### config.mk
export PLATFORM = sky130hd
export DESIGN_NAME = csr_unit_top
export DESIGN_NICKNAME = d
export VERILOG_FILES = /design/src/csr_map_pkg.sv /design/src/csr_op_pkg.sv /design/src/csr_access_if.sv /design/src/csr_counter64.sv /design/src/csr_file.sv /design/src/csr_req_ctrl.sv /design/src/csr_unit_top.sv
export VERILOG_INCLUDE_DIRS = /design/src
export SDC_FILE = /design/constraint.sdc
export NUM_CORES = 1
export LEC_CHECK = 0
export BUFFER_PORTS_ARGS = -buffer_cell sky130_fd_sc_hd__buf_4
export CELL_PAD_IN_SITES_DETAIL_PLACEMENT = 0
export CELL_PAD_IN_SITES_GLOBAL_PLACEMENT = 1
export CORE_UTILIZATION = 31
export CTS_CLUSTER_SIZE = 10
export DETAILED_ROUTE_END_ITERATION = 8
export PLACE_DENSITY_LB_ADDON = 0.08
export SLEW_MARGIN = 20
export SYNTH_ARGS = -nofsm -noshare
export SYNTH_HDL_FRONTEND = slang
export SYNTH_SLANG_ARGS = --single-unit
### constraint.sdc
create_clock -name clk -period 14.5 [get_ports clk]
set_input_delay 2.9 -clock clk [delete_from_list [all_inputs] [get_ports clk]]
set_output_delay 2.9 -clock clk [all_outputs]
set_load 0.02 [all_outputs]
### src/csr_consts.svh
`ifndef CSR_CONSTS_SVH
`define CSR_CONSTS_SVH

// ----------------------------------------------------------------------
// data path widths
// ----------------------------------------------------------------------

// one CSR data word
`define CSR_XLEN 32

// CSR address field
`define CSR_ADDR_W 12

// zero-extended immediate taken from the source low bits
`define CSR_UIMM_W 5

// cycle, instret and time counters
`define CSR_CNT_W 64

// default core clock, sets the microsecond divider
`define CSR_CLOCK_FREQ_HZ 250_000_000

`endif

### src/csr_map_pkg.sv
`include "csr_consts.svh"

package csr_map_pkg;

// ----------------------------------------------------------------------
// register map
// ----------------------------------------------------------------------

// addresses decoded by the register file, anything else reads zero
typedef enum logic [`CSR_ADDR_W-1:0] {
    CSR_TOHOST    = 'h51E,
    CSR_MSCRATCH  = 'h340,
    CSR_MCYCLE    = 'hB00,
    CSR_MCYCLEH   = 'hB80,
    CSR_MINSTRET  = 'hB02,
    CSR_MINSTRETH = 'hB82,
    CSR_TIME      = 'hC01,
    CSR_TIMEH     = 'hC81
} csr_addr_t;

// word select inside a 64-bit counter
typedef enum logic {
    CSR_LOW  = 1'b0,
    CSR_HIGH = 1'b1
} csr_half_t;

endpackage

### src/csr_op_pkg.sv
`include "csr_consts.svh"

package csr_op_pkg;

// ----------------------------------------------------------------------
// access types
// ----------------------------------------------------------------------

// single data word
typedef logic [`CSR_XLEN-1:0] csr_data_t;

// counter as low/high words, index 0 is the low word
typedef csr_data_t [`CSR_CNT_W/`CSR_XLEN-1:0] csr_cnt_t;

// same low bits as the funct3 encoding of csrrw/csrrs/csrrc
typedef enum logic [1:0] {
    CSR_OP_RW = 2'b01,
    CSR_OP_RS = 2'b10,
    CSR_OP_RC = 2'b11
} csr_op_t;

endpackage

### src/csr_access_if.sv
`timescale 1ns/1ps

interface csr_access_if;

// one-cycle access strobe and its operands
logic                   valid;
logic                   we;
csr_op_pkg::csr_op_t    op;
logic                   uimm;
csr_map_pkg::csr_addr_t addr;
csr_op_pkg::csr_data_t  wdata;

// old register value, combinational during the strobe
csr_op_pkg::csr_data_t  rdata;

modport ctrl (
    output valid, we, op, uimm, addr, wdata,
    input  rdata
);

modport file (
    input  valid, we, op, uimm, addr, wdata,
    output rdata
);

endinterface

### src/csr_counter64.sv
`timescale 1ns/1ps
`include "csr_consts.svh"

module csr_counter64 (
    input  logic                   clk,
    input  logic                   rst,
    input  logic                   inc_i,
    input  logic                   wr_i,
    input  csr_map_pkg::csr_half_t half_i,
    input  csr_op_pkg::csr_data_t  wdata_i,
    output csr_op_pkg::csr_cnt_t   count_o
);

csr_op_pkg::csr_cnt_t cnt_next;

// ----------------------------------------------------------------------
// next value
// ----------------------------------------------------------------------
always_comb begin
    cnt_next = count_o;
    if (wr_i) begin
        // write wins, no increment this cycle
        cnt_next[half_i] = wdata_i;
    end else begin
        cnt_next = count_o + `CSR_CNT_W'(inc_i);
    end
end

always_ff @(posedge clk) begin
    if (rst) begin
        count_o <= '0;
    end else begin
        count_o <= cnt_next;
    end
end

endmodule

### src/csr_file.sv
`timescale 1ns/1ps
`include "csr_consts.svh"

module csr_file #(
    parameter int unsigned CLOCK_FREQ_HZ = `CSR_CLOCK_FREQ_HZ
)(
    input  logic                  clk,
    input  logic                  rst,
    input  logic                  retire_i,
    csr_access_if.file            acc,
    output csr_op_pkg::csr_data_t tohost_o
);

localparam int unsigned CLOCKS_PER_US = CLOCK_FREQ_HZ / 1_000_000;
localparam int unsigned DIV_W = $clog2(CLOCKS_PER_US + 1);

csr_op_pkg::csr_data_t mscratch;
csr_op_pkg::csr_cnt_t mcycle, minstret, mtime;
csr_op_pkg::csr_data_t old_val, src_val, new_val;

// ----------------------------------------------------------------------
// read mux, old value of the addressed register
// ----------------------------------------------------------------------
always_comb begin
    case (acc.addr)
        csr_map_pkg::CSR_TOHOST: old_val = tohost_o;
        csr_map_pkg::CSR_MSCRATCH: old_val = mscratch;
        csr_map_pkg::CSR_MCYCLE: old_val = mcycle[csr_map_pkg::CSR_LOW];
        csr_map_pkg::CSR_MCYCLEH: old_val = mcycle[csr_map_pkg::CSR_HIGH];
        csr_map_pkg::CSR_MINSTRET: old_val = minstret[csr_map_pkg::CSR_LOW];
        csr_map_pkg::CSR_MINSTRETH: old_val = minstret[csr_map_pkg::CSR_HIGH];
        csr_map_pkg::CSR_TIME: old_val = mtime[csr_map_pkg::CSR_LOW];
        csr_map_pkg::CSR_TIMEH: old_val = mtime[csr_map_pkg::CSR_HIGH];
        default: old_val = '0;
    endcase
end
assign acc.rdata = old_val;

// immediate is zero-extended from the source low bits
assign src_val = acc.uimm ?
    {{(`CSR_XLEN-`CSR_UIMM_W){1'b0}}, acc.wdata[`CSR_UIMM_W-1:0]} : acc.wdata;

always_comb begin
    case (acc.op)
        csr_op_pkg::CSR_OP_RS: new_val = old_val | src_val;
        csr_op_pkg::CSR_OP_RC: new_val = old_val & ~src_val;
        default: new_val = src_val;
    endcase
end

// ----------------------------------------------------------------------
// address decode
// ----------------------------------------------------------------------
logic wr_en, sel_mcycle, sel_minstret;
csr_map_pkg::csr_half_t half;

assign wr_en = acc.valid && acc.we;
assign sel_mcycle = (acc.addr == csr_map_pkg::CSR_MCYCLE) ||
                    (acc.addr == csr_map_pkg::CSR_MCYCLEH);
assign sel_minstret = (acc.addr == csr_map_pkg::CSR_MINSTRET) ||
                      (acc.addr == csr_map_pkg::CSR_MINSTRETH);
assign half = ((acc.addr == csr_map_pkg::CSR_MCYCLEH) ||
               (acc.addr == csr_map_pkg::CSR_MINSTRETH)) ?
              csr_map_pkg::CSR_HIGH : csr_map_pkg::CSR_LOW;

// plain read/write registers
always_ff @(posedge clk) begin
    if (rst) begin
        tohost_o <= '0;
        mscratch <= '0;
    end else if (wr_en) begin
        if (acc.addr == csr_map_pkg::CSR_TOHOST) tohost_o <= new_val;
        if (acc.addr == csr_map_pkg::CSR_MSCRATCH) mscratch <= new_val;
    end
end

// microsecond tick, time steps one edge after the period ends
logic [DIV_W-1:0] cnt_us;
logic tick_us;
always_ff @(posedge clk) begin
    if (rst) begin
        cnt_us <= '0;
        tick_us <= 1'b0;
    end else if (cnt_us == DIV_W'(CLOCKS_PER_US - 1)) begin
        cnt_us <= '0;
        tick_us <= 1'b1;
    end else begin
        cnt_us <= cnt_us + 1'b1;
        tick_us <= 1'b0;
    end
end

// ----------------------------------------------------------------------
// counters
// ----------------------------------------------------------------------
csr_counter64 mcycle_i (
    .clk (clk), .rst (rst), .inc_i (1'b1), .wr_i (wr_en && sel_mcycle),
    .half_i (half), .wdata_i (new_val), .count_o (mcycle)
);

csr_counter64 minstret_i (
    .clk (clk), .rst (rst), .inc_i (retire_i), .wr_i (wr_en && sel_minstret),
    .half_i (half), .wdata_i (new_val), .count_o (minstret)
);

// read-only
csr_counter64 mtime_i (
    .clk (clk), .rst (rst), .inc_i (tick_us), .wr_i (1'b0),
    .half_i (csr_map_pkg::CSR_LOW), .wdata_i ('0), .count_o (mtime)
);

endmodule

### src/csr_req_ctrl.sv
`timescale 1ns/1ps
`include "csr_consts.svh"

module csr_req_ctrl (
    input  logic                    clk,
    input  logic                    rst,
    input  logic                    req_i,
    output logic                    ack_o,
    input  csr_op_pkg::csr_op_t     op_i,
    input  logic                    uimm_i,
    input  logic                    we_i,
    input  logic [`CSR_ADDR_W-1:0]  addr_i,
    input  csr_op_pkg::csr_data_t   src_i,
    output csr_op_pkg::csr_data_t   rdata_o,
    csr_access_if.ctrl              acc
);

typedef enum logic {
    ST_IDLE,
    ST_ACKED
} state_t;

state_t state;
logic accept;

// new request only once the previous ack has dropped
assign accept = (state == ST_IDLE) && req_i && !ack_o;

// ----------------------------------------------------------------------
// handshake FSM
// ----------------------------------------------------------------------
always_ff @(posedge clk) begin
    if (rst) begin
        state <= ST_IDLE;
        acc.valid <= 1'b0;
        ack_o <= 1'b0;
        rdata_o <= '0;
    end else begin
        acc.valid <= accept;
        case (state)
            ST_IDLE: begin
                // ack falls the cycle after req low was seen
                ack_o <= 1'b0;
                if (accept) state <= ST_ACKED;
            end
            ST_ACKED: begin
                if (acc.valid) begin
                    ack_o <= 1'b1;
                    rdata_o <= acc.rdata;
                end
                if (ack_o && !req_i) state <= ST_IDLE;
            end
            default: state <= ST_IDLE;
        endcase
    end
end

// operands held for the strobe cycle
always_ff @(posedge clk) begin
    if (accept) begin
        acc.we <= we_i;
        acc.op <= op_i;
        acc.uimm <= uimm_i;
        acc.addr <= csr_map_pkg::csr_addr_t'(addr_i);
        acc.wdata <= src_i;
    end
end

endmodule

### src/csr_unit_top.sv
`timescale 1ns/1ps
`include "csr_consts.svh"

module csr_unit_top #(
    parameter int unsigned CLOCK_FREQ_HZ = `CSR_CLOCK_FREQ_HZ
)(
    input  logic                   clk,
    input  logic                   rst,
    // four-phase request
    input  logic                   req_i,
    output logic                   ack_o,
    input  csr_op_pkg::csr_op_t    op_i,
    input  logic                   uimm_i,
    input  logic                   we_i,
    input  logic [`CSR_ADDR_W-1:0] addr_i,
    input  csr_op_pkg::csr_data_t  src_i,
    output csr_op_pkg::csr_data_t  rdata_o,
    // core side
    input  logic                   retire_i,
    output csr_op_pkg::csr_data_t  tohost_o
);

csr_access_if acc ();

csr_req_ctrl csr_req_ctrl_i (
    .clk (clk),
    .rst (rst),
    .req_i (req_i),
    .ack_o (ack_o),
    .op_i (op_i),
    .uimm_i (uimm_i),
    .we_i (we_i),
    .addr_i (addr_i),
    .src_i (src_i),
    .rdata_o (rdata_o),
    .acc (acc.ctrl)
);

csr_file #(
    .CLOCK_FREQ_HZ (CLOCK_FREQ_HZ)
) csr_file_i (
    .clk (clk),
    .rst (rst),
    .retire_i (retire_i),
    .acc (acc.file),
    .tohost_o (tohost_o)
);

endmodule

==> out/results.txt, run 1 <==
Final setup viols: 0
Synth Instances: 2119
Vias in the first global route: 16700
Reg power frac: 44.8%
Final period util: 36.56%
Unrepaired setup endpoints after global routing: no
Total gr overflow: 0
Count of final hold-check violations: 0
Hold crit path type: register to register
Cell leakage power: 7.062 nW
Post-DR wirelength/cell: 28.07 um
WL final: 83.63 mm
First-pass GRT wire length: 120.0 mm
Post_cts resized: 0
Post-synthesis cell area: 18180 um2
Clock buffer depth: 3
Most used cell, CP: buf_4
Initial Util: 31.45%
Rows: 88
Part of the power in the clock network: 49.5%
Crit Path Category: input port to register
Post-route clock skew: 0.03646 ns
CTS root buf: clkbuf_16
Largest family of logic cells by synthesized area: simple AND/OR/NAND/NOR gates
CTS buffer count: 45
Crit path cell chain: buf_6, clkinv_2, buf_4, buf_4, nand2_1, o22ai_1
Gate power share: 5.7%
Top Layer Used: met5
Largest stage delay on the critical path: 0.79 ns
Critical Path Source Type: input port
Placeable Area: 57810 um2
H-tree depth: 2
Die Height: 244.2 um
Chip width: 244.2 um
Number of diodes: 0
CP endpoint kind: register
Syn_nets: 2178
Post-synth EDFFs: 48
Buffer and inverter count on the worst path: 4
Initial DRC Count: 1625
Arrival @ worst endpoint: 5.79 ns
Clock-pin slew on the worst setup and hold paths: 0.06 ns
Min cycle time layout: 5.302 ns
Clk sinks: 348
Simple-Gate Fraction of Synth Area: 25.43%
Adder-cell share of the synthesized area: 0.4818%
Post-DRT Antenna Nets: 0
Slew headroom: 20.69%
Vias per cell: 5.974
Worst-Skew Late Latency: 0.59 ns
Fillers: 5974
Nets: 2240
WL met2: 38.03 mm
DRC errors left: 0
Xor/xnor share of the synthesized area: 2.794%
Synth cell types: 81
Pwr Total: 0.002248 W
Worst Path Required: 14.99 ns
Critical-path top delay cell: nand2_1
Asr flop ratio synth: 0%
Share of post-route cells with drive strength above 1: 14.77%
Setup Total Neg Slack: 0 ns
Port Buffer Count: 116
Max-cap violation count: 0
Max Freq: 188.6 MHz
CP max FO: 87
Pint: 0.001688 W
DR WL met3: 5.542 mm
Area Overhead vs Synth: 17.06%
Dpl hpwl: 60.81 mm
Postcts setup bufs: 0
Pin count of the biggest net entering global routing: 88
Yosys warnings: 0
First drt pass iteration count: 8
Via count: 17800
Switch Pwr: 0.0005592 W
Outcome: finished, final reports clean
Total GRT Usage: 27.42%
CTS Hold Bufs: 0
Syn_area_per_cell: 8.579 um2
Family with the most delay on the worst path: buffers and inverters
Io pins: 117
Yosys reg bits: 348
RePlAce Congestion: 0.9181
Fraction of the mapped netlist area in compound gates: 19.72%
Post-synthesis mux area share: 6.958%
TritonCTS clock tree: built
Post-Route M1 WL: 37.44 mm
Worst VDD drop: 0.00008665 V
Slew @ Worst Pin: 1.179 ns
Top_reg_cell synth: dfxtp_1
Max-slew violations: 0
Seq/Total Area, Yosys: 40.97%
PD cells: 105.6 nW/um2
Sw Share: 24.88%
DIE AREA: 59610 um2
Antenna violations before repair: 2
==> cells in the final DEF (no fill, tap or decap), types with 43 or more instances in the layout <==
| cell type | instances |
|---|---|
| nor3_1 | 43 |
| a22oi_1 | 43 |
| o21ai_0 | 140 |
| nand2_1 | 162 |
| o211ai_1 | 50 |
| mux2_2 | 58 |
| clkbuf_16 | 47 |
| nand3_1 | 113 |
| dfxtp_1 | 300 |
| a21oi_1 | 112 |
| buf_4 | 159 |
| nor2_1 | 191 |
| mux2i_1 | 54 |
| o22ai_1 | 47 |
| and3_1 | 43 |
| nand4_1 | 74 |
| edfxtp_1 | 48 |
==> cells by family after synthesis <==
logic type	after synthesis
flip-flops	348
multiplexers	115
AO/OA/AOI/OAI	557
XOR/XNOR	58
AND/OR/NAND/NOR	868
adder cells (fa/ha/maj)	7
buffers and inverters	166
==> flip-flops by register name, indices dropped and copies added (netlist names) <==
signal / cells
csr_file_i.cnt_us: 8
csr_req_ctrl_i.acc.uimm: 1
csr_file_i.tohost_o: 32
csr_req_ctrl_i.rdata_o: 32
csr_req_ctrl_i.acc.op: 2
csr_file_i.mtime_i.count_o: 64
csr_file_i.mcycle_i.count_o: 64
csr_req_ctrl_i.ack_o: 1
csr_file_i.mscratch: 32
csr_req_ctrl_i.acc.we: 1
csr_req_ctrl_i.acc.wdata: 32
csr_req_ctrl_i.acc.valid: 1
csr_req_ctrl_i.acc.addr: 12
csr_file_i.minstret_i.count_o: 64
csr_file_i.tick_us: 1
csr_req_ctrl_i.state: 1
==> per-stage QoR <==
step	setup WS (ns)	instances	utilization (%)	hold WS, ns	cell area (um2)
finish	9.198	2979	36.81	0.4711	21280
global route	9.072	2979	36.81	0.4993	21280
CTS	9.283	2979	36.80	0.4763	21270
detailed placement	8.660	2899	34.34	0.4636	19850
global placement	8.691	2899	34.34	0.4496	19850
floorplan	7.542	2119	-	0.4334	18180
==> per-layer routing <==
metal  track usage [%]  up-vias
li1                  -     8204
met5                 0        -
met4             9.099        4
met2             43.87      692
met3             4.148      114
met1             37.51     8782
==> power by group through the flow <==
stage          clock network (W)  registers [W]   logic, W
6_report                 0.00111        0.00101   0.000128
5_1_grt                  0.00117        0.00101   0.000134
3_3_place_gp                   0        0.00103   0.000126
2_1_floorplan                  0        0.00103  0.0000613
4_1_cts                  0.00113        0.00101   0.000127
3_5_place_dp                   0        0.00103   0.000127
==> final timing paths <==
kind                            slack, ns  cells past startpoint                       start                                end
worst max-delay path                 9.20                      6                         rst    csr_file_i.mcycle_i.count_o[14]
worst min-delay path                 0.47                      1        csr_file_i.cnt_us[0]               csr_file_i.cnt_us[0]
worst max register to register      10.07                      7  csr_req_ctrl_i.acc.addr[7]  csr_file_i.minstret_i.count_o[56]
worst min register to register       0.47                      1        csr_file_i.cnt_us[0]               csr_file_i.cnt_us[0]
==> cells in the mapped netlist (all sizes together), types with 5 or more instances <==
| master | count | area, um2 |
|---|---|---|
| nor3b | 22 | 165.2 |
| or4 | 37 | 281.5 |
| o21a | 12 | 90.09 |
| nor2 | 191 | 716.9 |
| a31oi | 41 | 262.8 |
| nor2b | 12 | 75.07 |
| a311oi | 8 | 82.58 |
| o31a | 14 | 122.6 |
| mux2i | 54 | 540.5 |
| o2111ai | 13 | 113.9 |
| o22ai | 47 | 294.0 |
| a211oi | 11 | 87.58 |
| o22a | 10 | 87.58 |
| mux2 | 58 | 653.1 |
| nand4 | 74 | 462.9 |
| nand2b | 23 | 143.9 |
| nand3 | 114 | 575.6 |
| o21ai | 140 | 700.7 |
| nand2 | 163 | 614.3 |
| edfxtp | 48 | 1441 |
| a221oi | 15 | 131.4 |
| o211ai | 50 | 375.4 |
| nor4 | 45 | 351.6 |
| clkbuf | 115 | 431.7 |
| and3 | 43 | 269.0 |
| and4 | 19 | 166.4 |
| dfxtp | 300 | 6006 |
| and2 | 20 | 125.1 |
| or2 | 8 | 50.05 |
| or3 | 30 | 187.7 |
| buf | 30 | 152.7 |
| o311ai | 5 | 43.79 |
| nor4b | 5 | 43.79 |
| xnor2 | 20 | 175.2 |
| a21oi | 114 | 570.6 |
| nor3 | 47 | 240.2 |
| inv | 21 | 78.83 |
| ha | 7 | 87.58 |
| a22oi | 43 | 322.8 |
| xor2 | 38 | 332.8 |
==> area by class of cell <==
cell class	instances	area (um2)	share of cell area, %
Clock buffer	73	1324	6.221
Multi-Input combinational cell	1605	10160	47.77
Clock inverter	7	101.3	0.4763
Sequential cell	348	7447	35.00
Inverter	21	80.08	0.3763
Tap cell	765	957.2	4.498
Timing Repair Buffer	160	1205	5.662
==> worst register-to-register path: cells and delay by family, from the launching register on <==
family | cells | cell delay [ns]
AND/OR/NAND/NOR | 4 | 2.75
flip-flops | 1 | 0.32
AO/OA/AOI/OAI | 1 | 0.43
buffers and inverters | 2 | 0.82
Power figures use the tool's default switching activity.
==> run 2: changes to the inputs <==
- ABC_AREA: default -> 1
- clock period: 14.5 -> 4.6 ns (I/O delays scaled with it)
==> run 2 against run 1 <==
Net effect:
- sequential share of layout area decreased by 4.2 points
- worst hold slack got worse by 0.0012 ns
- cell area increased by 14%
- global-route usage increased by 3.2 points
- synthesized cell count increased by 60%
- wire length increased by 29%
- register-to-register slack got worse by 8.8 ns
- largest cell class unchanged
==> out/results.txt, run 2 <==
Most frequent cells in the layout: nand2_1, inv_1, nor2_1
Max Freq: 299.3 MHz
Unrepaired setup endpoints after global routing: no
Postcts setup bufs: 0
Die Height: 263.6 um
Hold slack: 0.4700 ns
CTS root buf: clkbuf_16
TritonCTS clock tree: built
PD cells: 298.4 nW/um2
Total GRT Usage: 30.62%
Placed cells: 4277
Vias per cell: 5.320
Asr flop ratio synth: 0%
Via count: 23190
H-tree depth: 2
Post_cts resized: 0
Top Registers: csr_file_i.mcycle_i.count_o (64), csr_file_i.minstret_i.count_o (64), csr_file_i.mtime_i.count_o (64)
Count of final hold-check violations: 0
Slew headroom: 18.79%
Outcome: finished, final reports clean
Rows: 95
Initial DRC Count: 2109
Sw Share: 26.20%
Worst Path Required: 5.13 ns
Commonest non-fill, non-tap cell in the layout: nand2_1
Share of the synthesized area in the top cell type: 28.31%
Synth cell types: 48
Reg power frac: 43.9%
Placeable Area: 67400 um2
Critical Path Source Type: register
Io pins: 117
Post-synth top area cell: dfxtp_1
Family with the most delay on the worst path: simple AND/OR/NAND/NOR gates
Top_reg_cell synth: dfxtp_1
Post-DRT Antenna Nets: 0
Yosys reg bits: 348
Gate power share: 5.7%
Fin util: 35.93%
Syn_area_per_cell: 6.253 um2
Min cycle time layout: 3.341 ns
Seq/Total Area, Yosys: 35.10%
WL final: 108.3 mm
Most frequent cell after synthesis: nand2_1
Vias in the first global route: 21730
Clock buffer depth: 3
Ranking of synthesized cells by area: dfxtp_1, nand2_1, inv_1, nand3_1, nor2_1
Max-cap violation count: 0
Post-synthesis cell area: 21220 um2
Part of the power in the clock network: 50.4%
Syn_nets: 3452
First drt pass iteration count: 6
Final setup viols: 0
Share of post-route cells with drive strength above 1: 8.893%
Cell leakage power: 9.590 nW
RePlAce Congestion: 0.9906
Clk sinks: 348
Most used cell, CP: nand2_1
Nets: 3511
DRC errors left: 0
CTS Hold Bufs: 0
Commonest cells post-synth: nand2_1, inv_1, nor2_1
DIE AREA: 69500 um2
Setup Total Neg Slack: 0 ns
Post-synth EDFFs: 48
Post-route clock skew: 0.01714 ns
Clock-pin slew on the worst setup and hold paths: 0.06 ns
Synth Instances: 3393
Buffer and inverter count on the worst path: 1
Post-DR wirelength/cell: 24.84 um
Yosys warnings: 0
CTS buffer count: 46
Switch Pwr: 0.001893 W
Max-slew violations: 0
CP endpoint kind: register
Pin count of the biggest net entering global routing: 183
Area Overhead vs Synth: 14.12%
Worst-Skew Late Latency: 0.62 ns
Slew @ Worst Pin: 1.218 ns
Crit path cell chain: inv_1, nand2_1, nor2_4, nand3_2, o21ai_0, nor2_1, nand2_1, nand2_1, nand2_1, nand2_1, a21oi_1
Port Buffer Count: 116
Number of diodes: 0
Dpl hpwl: 83.08 mm
Final period util: 72.64%
Critical-path top delay cell: o21ai_0
Worst VDD drop: 0.0002895 V
CP max FO: 17
Crit Path Category: register to register
Pwr Total: 0.007225 W
Hold crit path type: register to register
Initial Util: 31.48%
Antenna violations before repair: 7
First-pass GRT wire length: 155.1 mm
Pint: 0.005332 W
Largest stage delay on the critical path: 0.54 ns
Total gr overflow: 0
Layout Cells excl Fill: 4359
Arrival @ worst endpoint: 3.87 ns
Chip width: 263.6 um
==> run 2: changes by cell type in the layout (fill, tap and decap cells not counted), moves of 54 or more <==
cell	change
inv_1	+492
nand2_1	+600
o21ai_0	+126
mux2i_1	-54
nor2_1	+207
mux2_2	-58
a21oi_1	+181
nand3_1	+192
==> run 2: kinds of logic (layout without fill, tap and decap cells) <==
logic type | count (synthesis) | after routing | synth area share (%)
buffers and inverters | 650 | 743 | 12.41
DFF | 348 | 348 | 35.10
AOI/OAI and AO/OA | 620 | 620 | 14.88
xor gates and xnor gates | 8 | 8 | 0.3302
adders and majority gates | 7 | 7 | 0.4128
and+or+nand+nor | 1760 | 1760 | 36.86
==> run 2: per-stage QoR <==
stage                     instance area [um2]  setup slack, ns
final                                   24210            1.259
after global routing                    24210            1.160
after CTS                               24210            1.308
after detailed placement                22740            1.096
after global placement                  22730            1.045
after floorplan                         21220            1.313
==> run 2: final cells by class <==
class	instances	area (um2)
Fill cell	7437	43180
Multi-Input combinational cell	2395	11180
Timing Repair Buffer	136	1041
Tap cell	873	1092
Sequential cell	348	7447
Inverter	525	1978
Clock buffer	69	1318
Clock inverter	13	158.9
==> run 2: layer usage <==
| layer | track usage, % | up-vias | wire [um] |
|---|---|---|---|
| li1 | - | 11100 | - |
| met1 | 40.71 | 11050 | 47540 |
| met2 | 50.22 | 862 | 49830 |
| met3 | 4.247 | 180 | 6942 |
| met4 | 11.19 | 2 | 3927 |
| met5 | 0 | - | 13 |
==> run 2: power by group through the flow <==
| stage | Sequential [W] | Combinational (W) | Clock, W |
|---|---|---|---|
| detailed placement | 0.00324 | 0.000411 | 0 |
| CTS | 0.00317 | 0.000412 | 0.00371 |
| finish | 0.00317 | 0.000412 | 0.00364 |
| global route | 0.00318 | 0.000436 | 0.00381 |
| global placement | 0.00324 | 0.000410 | 0 |
| floorplan | 0.00324 | 0.000194 | 0 |
==> run 2: final timing paths <==
path                                                     endpoint                         from  depth (start not counted)  slack (ns)
worst max-delay path            csr_file_i.minstret_i.count_o[34]  csr_req_ctrl_i.acc.addr[10]                         11        1.26
worst min-delay path                         csr_file_i.cnt_us[0]         csr_file_i.cnt_us[0]                          1        0.47
worst min register to register               csr_file_i.cnt_us[0]         csr_file_i.cnt_us[0]                          1        0.47
worst max register to register  csr_file_i.minstret_i.count_o[34]  csr_req_ctrl_i.acc.addr[10]                         11        1.26
==> run 2: worst register-to-register path, stage by stage, from the launching register on <==
cell and delay, ns:
edfxtp_1 0.50, inv_1 0.09, nand2_1 0.08, nor2_4 0.28, nand3_2 0.34, o21ai_0 0.55, nor2_1 0.23, nand2_1 0.19
nand2_1 0.06, nand2_1 0.48, nand2_1 0.29, a21oi_1 0.18
==> run 3: changes to the inputs <==
- clock period: 4.6 -> 3.5 ns (I/O delays scaled with it)
==> run 3 against run 2 <==
Net effect:
- global-route usage down 1.3 points
- utilization up 0.48 points
- worst hold slack worse by 0.20 ns
- cell area up 1.3%
- setup slack worse by 0.86 ns
- clock power up 30%
- final cell count up 0.76%
- combinational power up 39%
- largest power group unchanged
==> out/results.txt, run 3 (synthesis gave the netlist of run 2 again) <==
PD cells: 385.9 nW/um2
Slew headroom: 34.41%
Layout Cells excl Fill: 4392
Initial DRC Count: 2383
DIE AREA: 69500 um2
Outcome: finished, final reports clean
Placed cells: 4306
First-pass GRT wire length: 149.3 mm
Hold crit path type: input port to register
Post-DR wirelength/cell: 23.63 um
Worst Path Required: 3.96 ns
Sw Share: 26.39%
Seq. cell area: 7447 um2
R2r setup slk: 0.40 ns
RePlAce Congestion: 0.9629
Hold Startpoint: src_i[15]
RR Endpoint: csr_file_i.mcycle_i.count_o[16]
Total gr overflow: 0
DRC errors left: 0
Postcts setup bufs: 0
Finished Cell Area: 24540 um2
Hold slack: 0.2697 ns
Final period util: 88.67%
WL final: 103.8 mm
Most frequent cells in the layout: nand2_1, inv_1, nor2_1
Post_cts resized: 0
Fillers: 7426
Post-route clock skew: 0.01408 ns
CTS buffer count: 47
Critical Path Source Type: register
Die Height: 263.6 um
Total GRT Usage: 29.33%
Min cycle time layout: 3.103 ns
Count of final hold-check violations: 0
Multi-input combinational cell area: 11160 um2
Gate power share: 6.1%
Unrepaired setup endpoints after global routing: no
Cell Area, Placed: 23060 um2
Vias in the first global route: 21490
Port Buffer Count: 116
Reg-to-reg critical path startpoint: csr_req_ctrl_i.acc.addr[10]
Part of the power in the clock network: 50.0%
First drt pass iteration count: 7
Crit Path Category: register to register
Io pins: 117
Pwr Total: 0.009470 W
Clock-pin slew on the worst setup and hold paths: 0.06 ns
CTS Hold Bufs: 0
Final setup viols: 0
Reg power frac: 43.9%
Worst r2r path cells: 13
Worst-Skew Late Latency: 0.61 ns
Max Freq: 322.2 MHz
TritonCTS clock tree: built
Antenna violations before repair: 8
Dpl hpwl: 79.69 mm
Setup Total Neg Slack: 0 ns
Switch Pwr: 0.002499 W
Clock buffer depth: 3
Max-slew violations: 0
Pint: 0.006971 W
Number of diodes: 0
Area Overhead vs Synth: 15.64%
Placeable Area: 67400 um2
Chip width: 263.6 um
Cell leakage power: 9.744 nW
Rows: 95
Initial Util: 31.48%
Hold EP: csr_req_ctrl_i.acc.wdata[15]
Clk sinks: 348
Max-cap violation count: 0
CP endpoint kind: register
Vias per cell: 5.265
CP max FO: 58
Share of post-route cells with drive strength above 1: 9.719%
Via count: 23120
Pin count of the biggest net entering global routing: 115
Post-DRT Antenna Nets: 0
Arrival @ worst endpoint: 3.56 ns
H-tree depth: 2
Top Registers: csr_file_i.mcycle_i.count_o (64), csr_file_i.minstret_i.count_o (64), csr_file_i.mtime_i.count_o (64)
Worst VDD drop: 0.0003192 V
Nets: 3541
Hold path cells: 1
Commonest non-fill, non-tap cell in the layout: nand2_1
Slew @ Worst Pin: 0.9839 ns
CTS root buf: clkbuf_16
[run 3: changes by cell type in the layout (fill, tap and decap cells not counted), moves of 2 or more]
cell / previous run / this run
buf_12: 1 / 11
buf_4: 134 / 153
clkbuf_8: 8 / 6
clkinv_2: 9 / 13
nand2_2: 28 / 30
nand2_4: 9 / 7
[run 3: worst max path at each step]
stage / from / end / slack, ns / cells past startpoint
detailed placement: retire_i / csr_file_i.minstret_i.count_o[42] / 0.29 / 13
global placement: retire_i / csr_file_i.minstret_i.count_o[46] / 0.29 / 12
floorplan: req_i / csr_req_ctrl_i.acc.addr[0] / 0.43 / 2
global route: csr_req_ctrl_i.acc.addr[10] / csr_file_i.mcycle_i.count_o[16] / 0.16 / 13
finish: csr_req_ctrl_i.acc.addr[10] / csr_file_i.mcycle_i.count_o[16] / 0.40 / 13
CTS: csr_req_ctrl_i.acc.addr[10] / csr_file_i.mcycle_i.count_o[16] / 0.43 / 13
[run 3: metrics by stage]
stage / utilization [%] / setup slack [ns]
global placement: 34.22 / 0.2874
detailed placement: 34.22 / 0.2905
global route: 36.41 / 0.1560
floorplan: - / 0.4327
CTS: 36.41 / 0.4344
finish: 36.41 / 0.3967
[run 3: area by class of cell]
class                   count  share of cell area, %
multi-input cells        2395                  45.49
inverters                 525                  8.062
well taps                 873                  4.452
clock inverters            17                 0.6272
clock buffers              69                  5.375
repair buffers            165                  5.640
flip-flops and latches    348                  30.35
[run 3: critical path: stages, from the launching register on]
cell,delay (ns)
edfxtp_1,0.48
inv_1,0.10
nand2_1,0.09
nor2_4,0.14
buf_12,0.31
nand3_2,0.22
nand2_2,0.18
nand2_4,0.07
inv_4,0.24
nand2_4,0.28
clkinv_2,0.48
nor2_1,0.10
nor2_1,0.14
a21oi_1,0.08
[run 3: power groups by stage]
stage / Sequential (W) / Clock, W / Combinational [W]
after detailed placement: 0.00425 / 0 / 0.000574
final: 0.00416 / 0.00473 / 0.000573
after global routing: 0.00417 / 0.00499 / 0.000608
after CTS: 0.00416 / 0.00484 / 0.000576
after global placement: 0.00425 / 0 / 0.000572
after floorplan: 0.00425 / 0 / 0.000255
[run 3: metal layers]
layer  share of wire, %  global-route usage (%)  up-vias
met3                6.1                   3.171      142
met1                 44                   39.77    10960
li1                   -                       -    11160
met5                  0                       0        -
met4                3.5                   9.973        0
met2                 46                   48.18      861
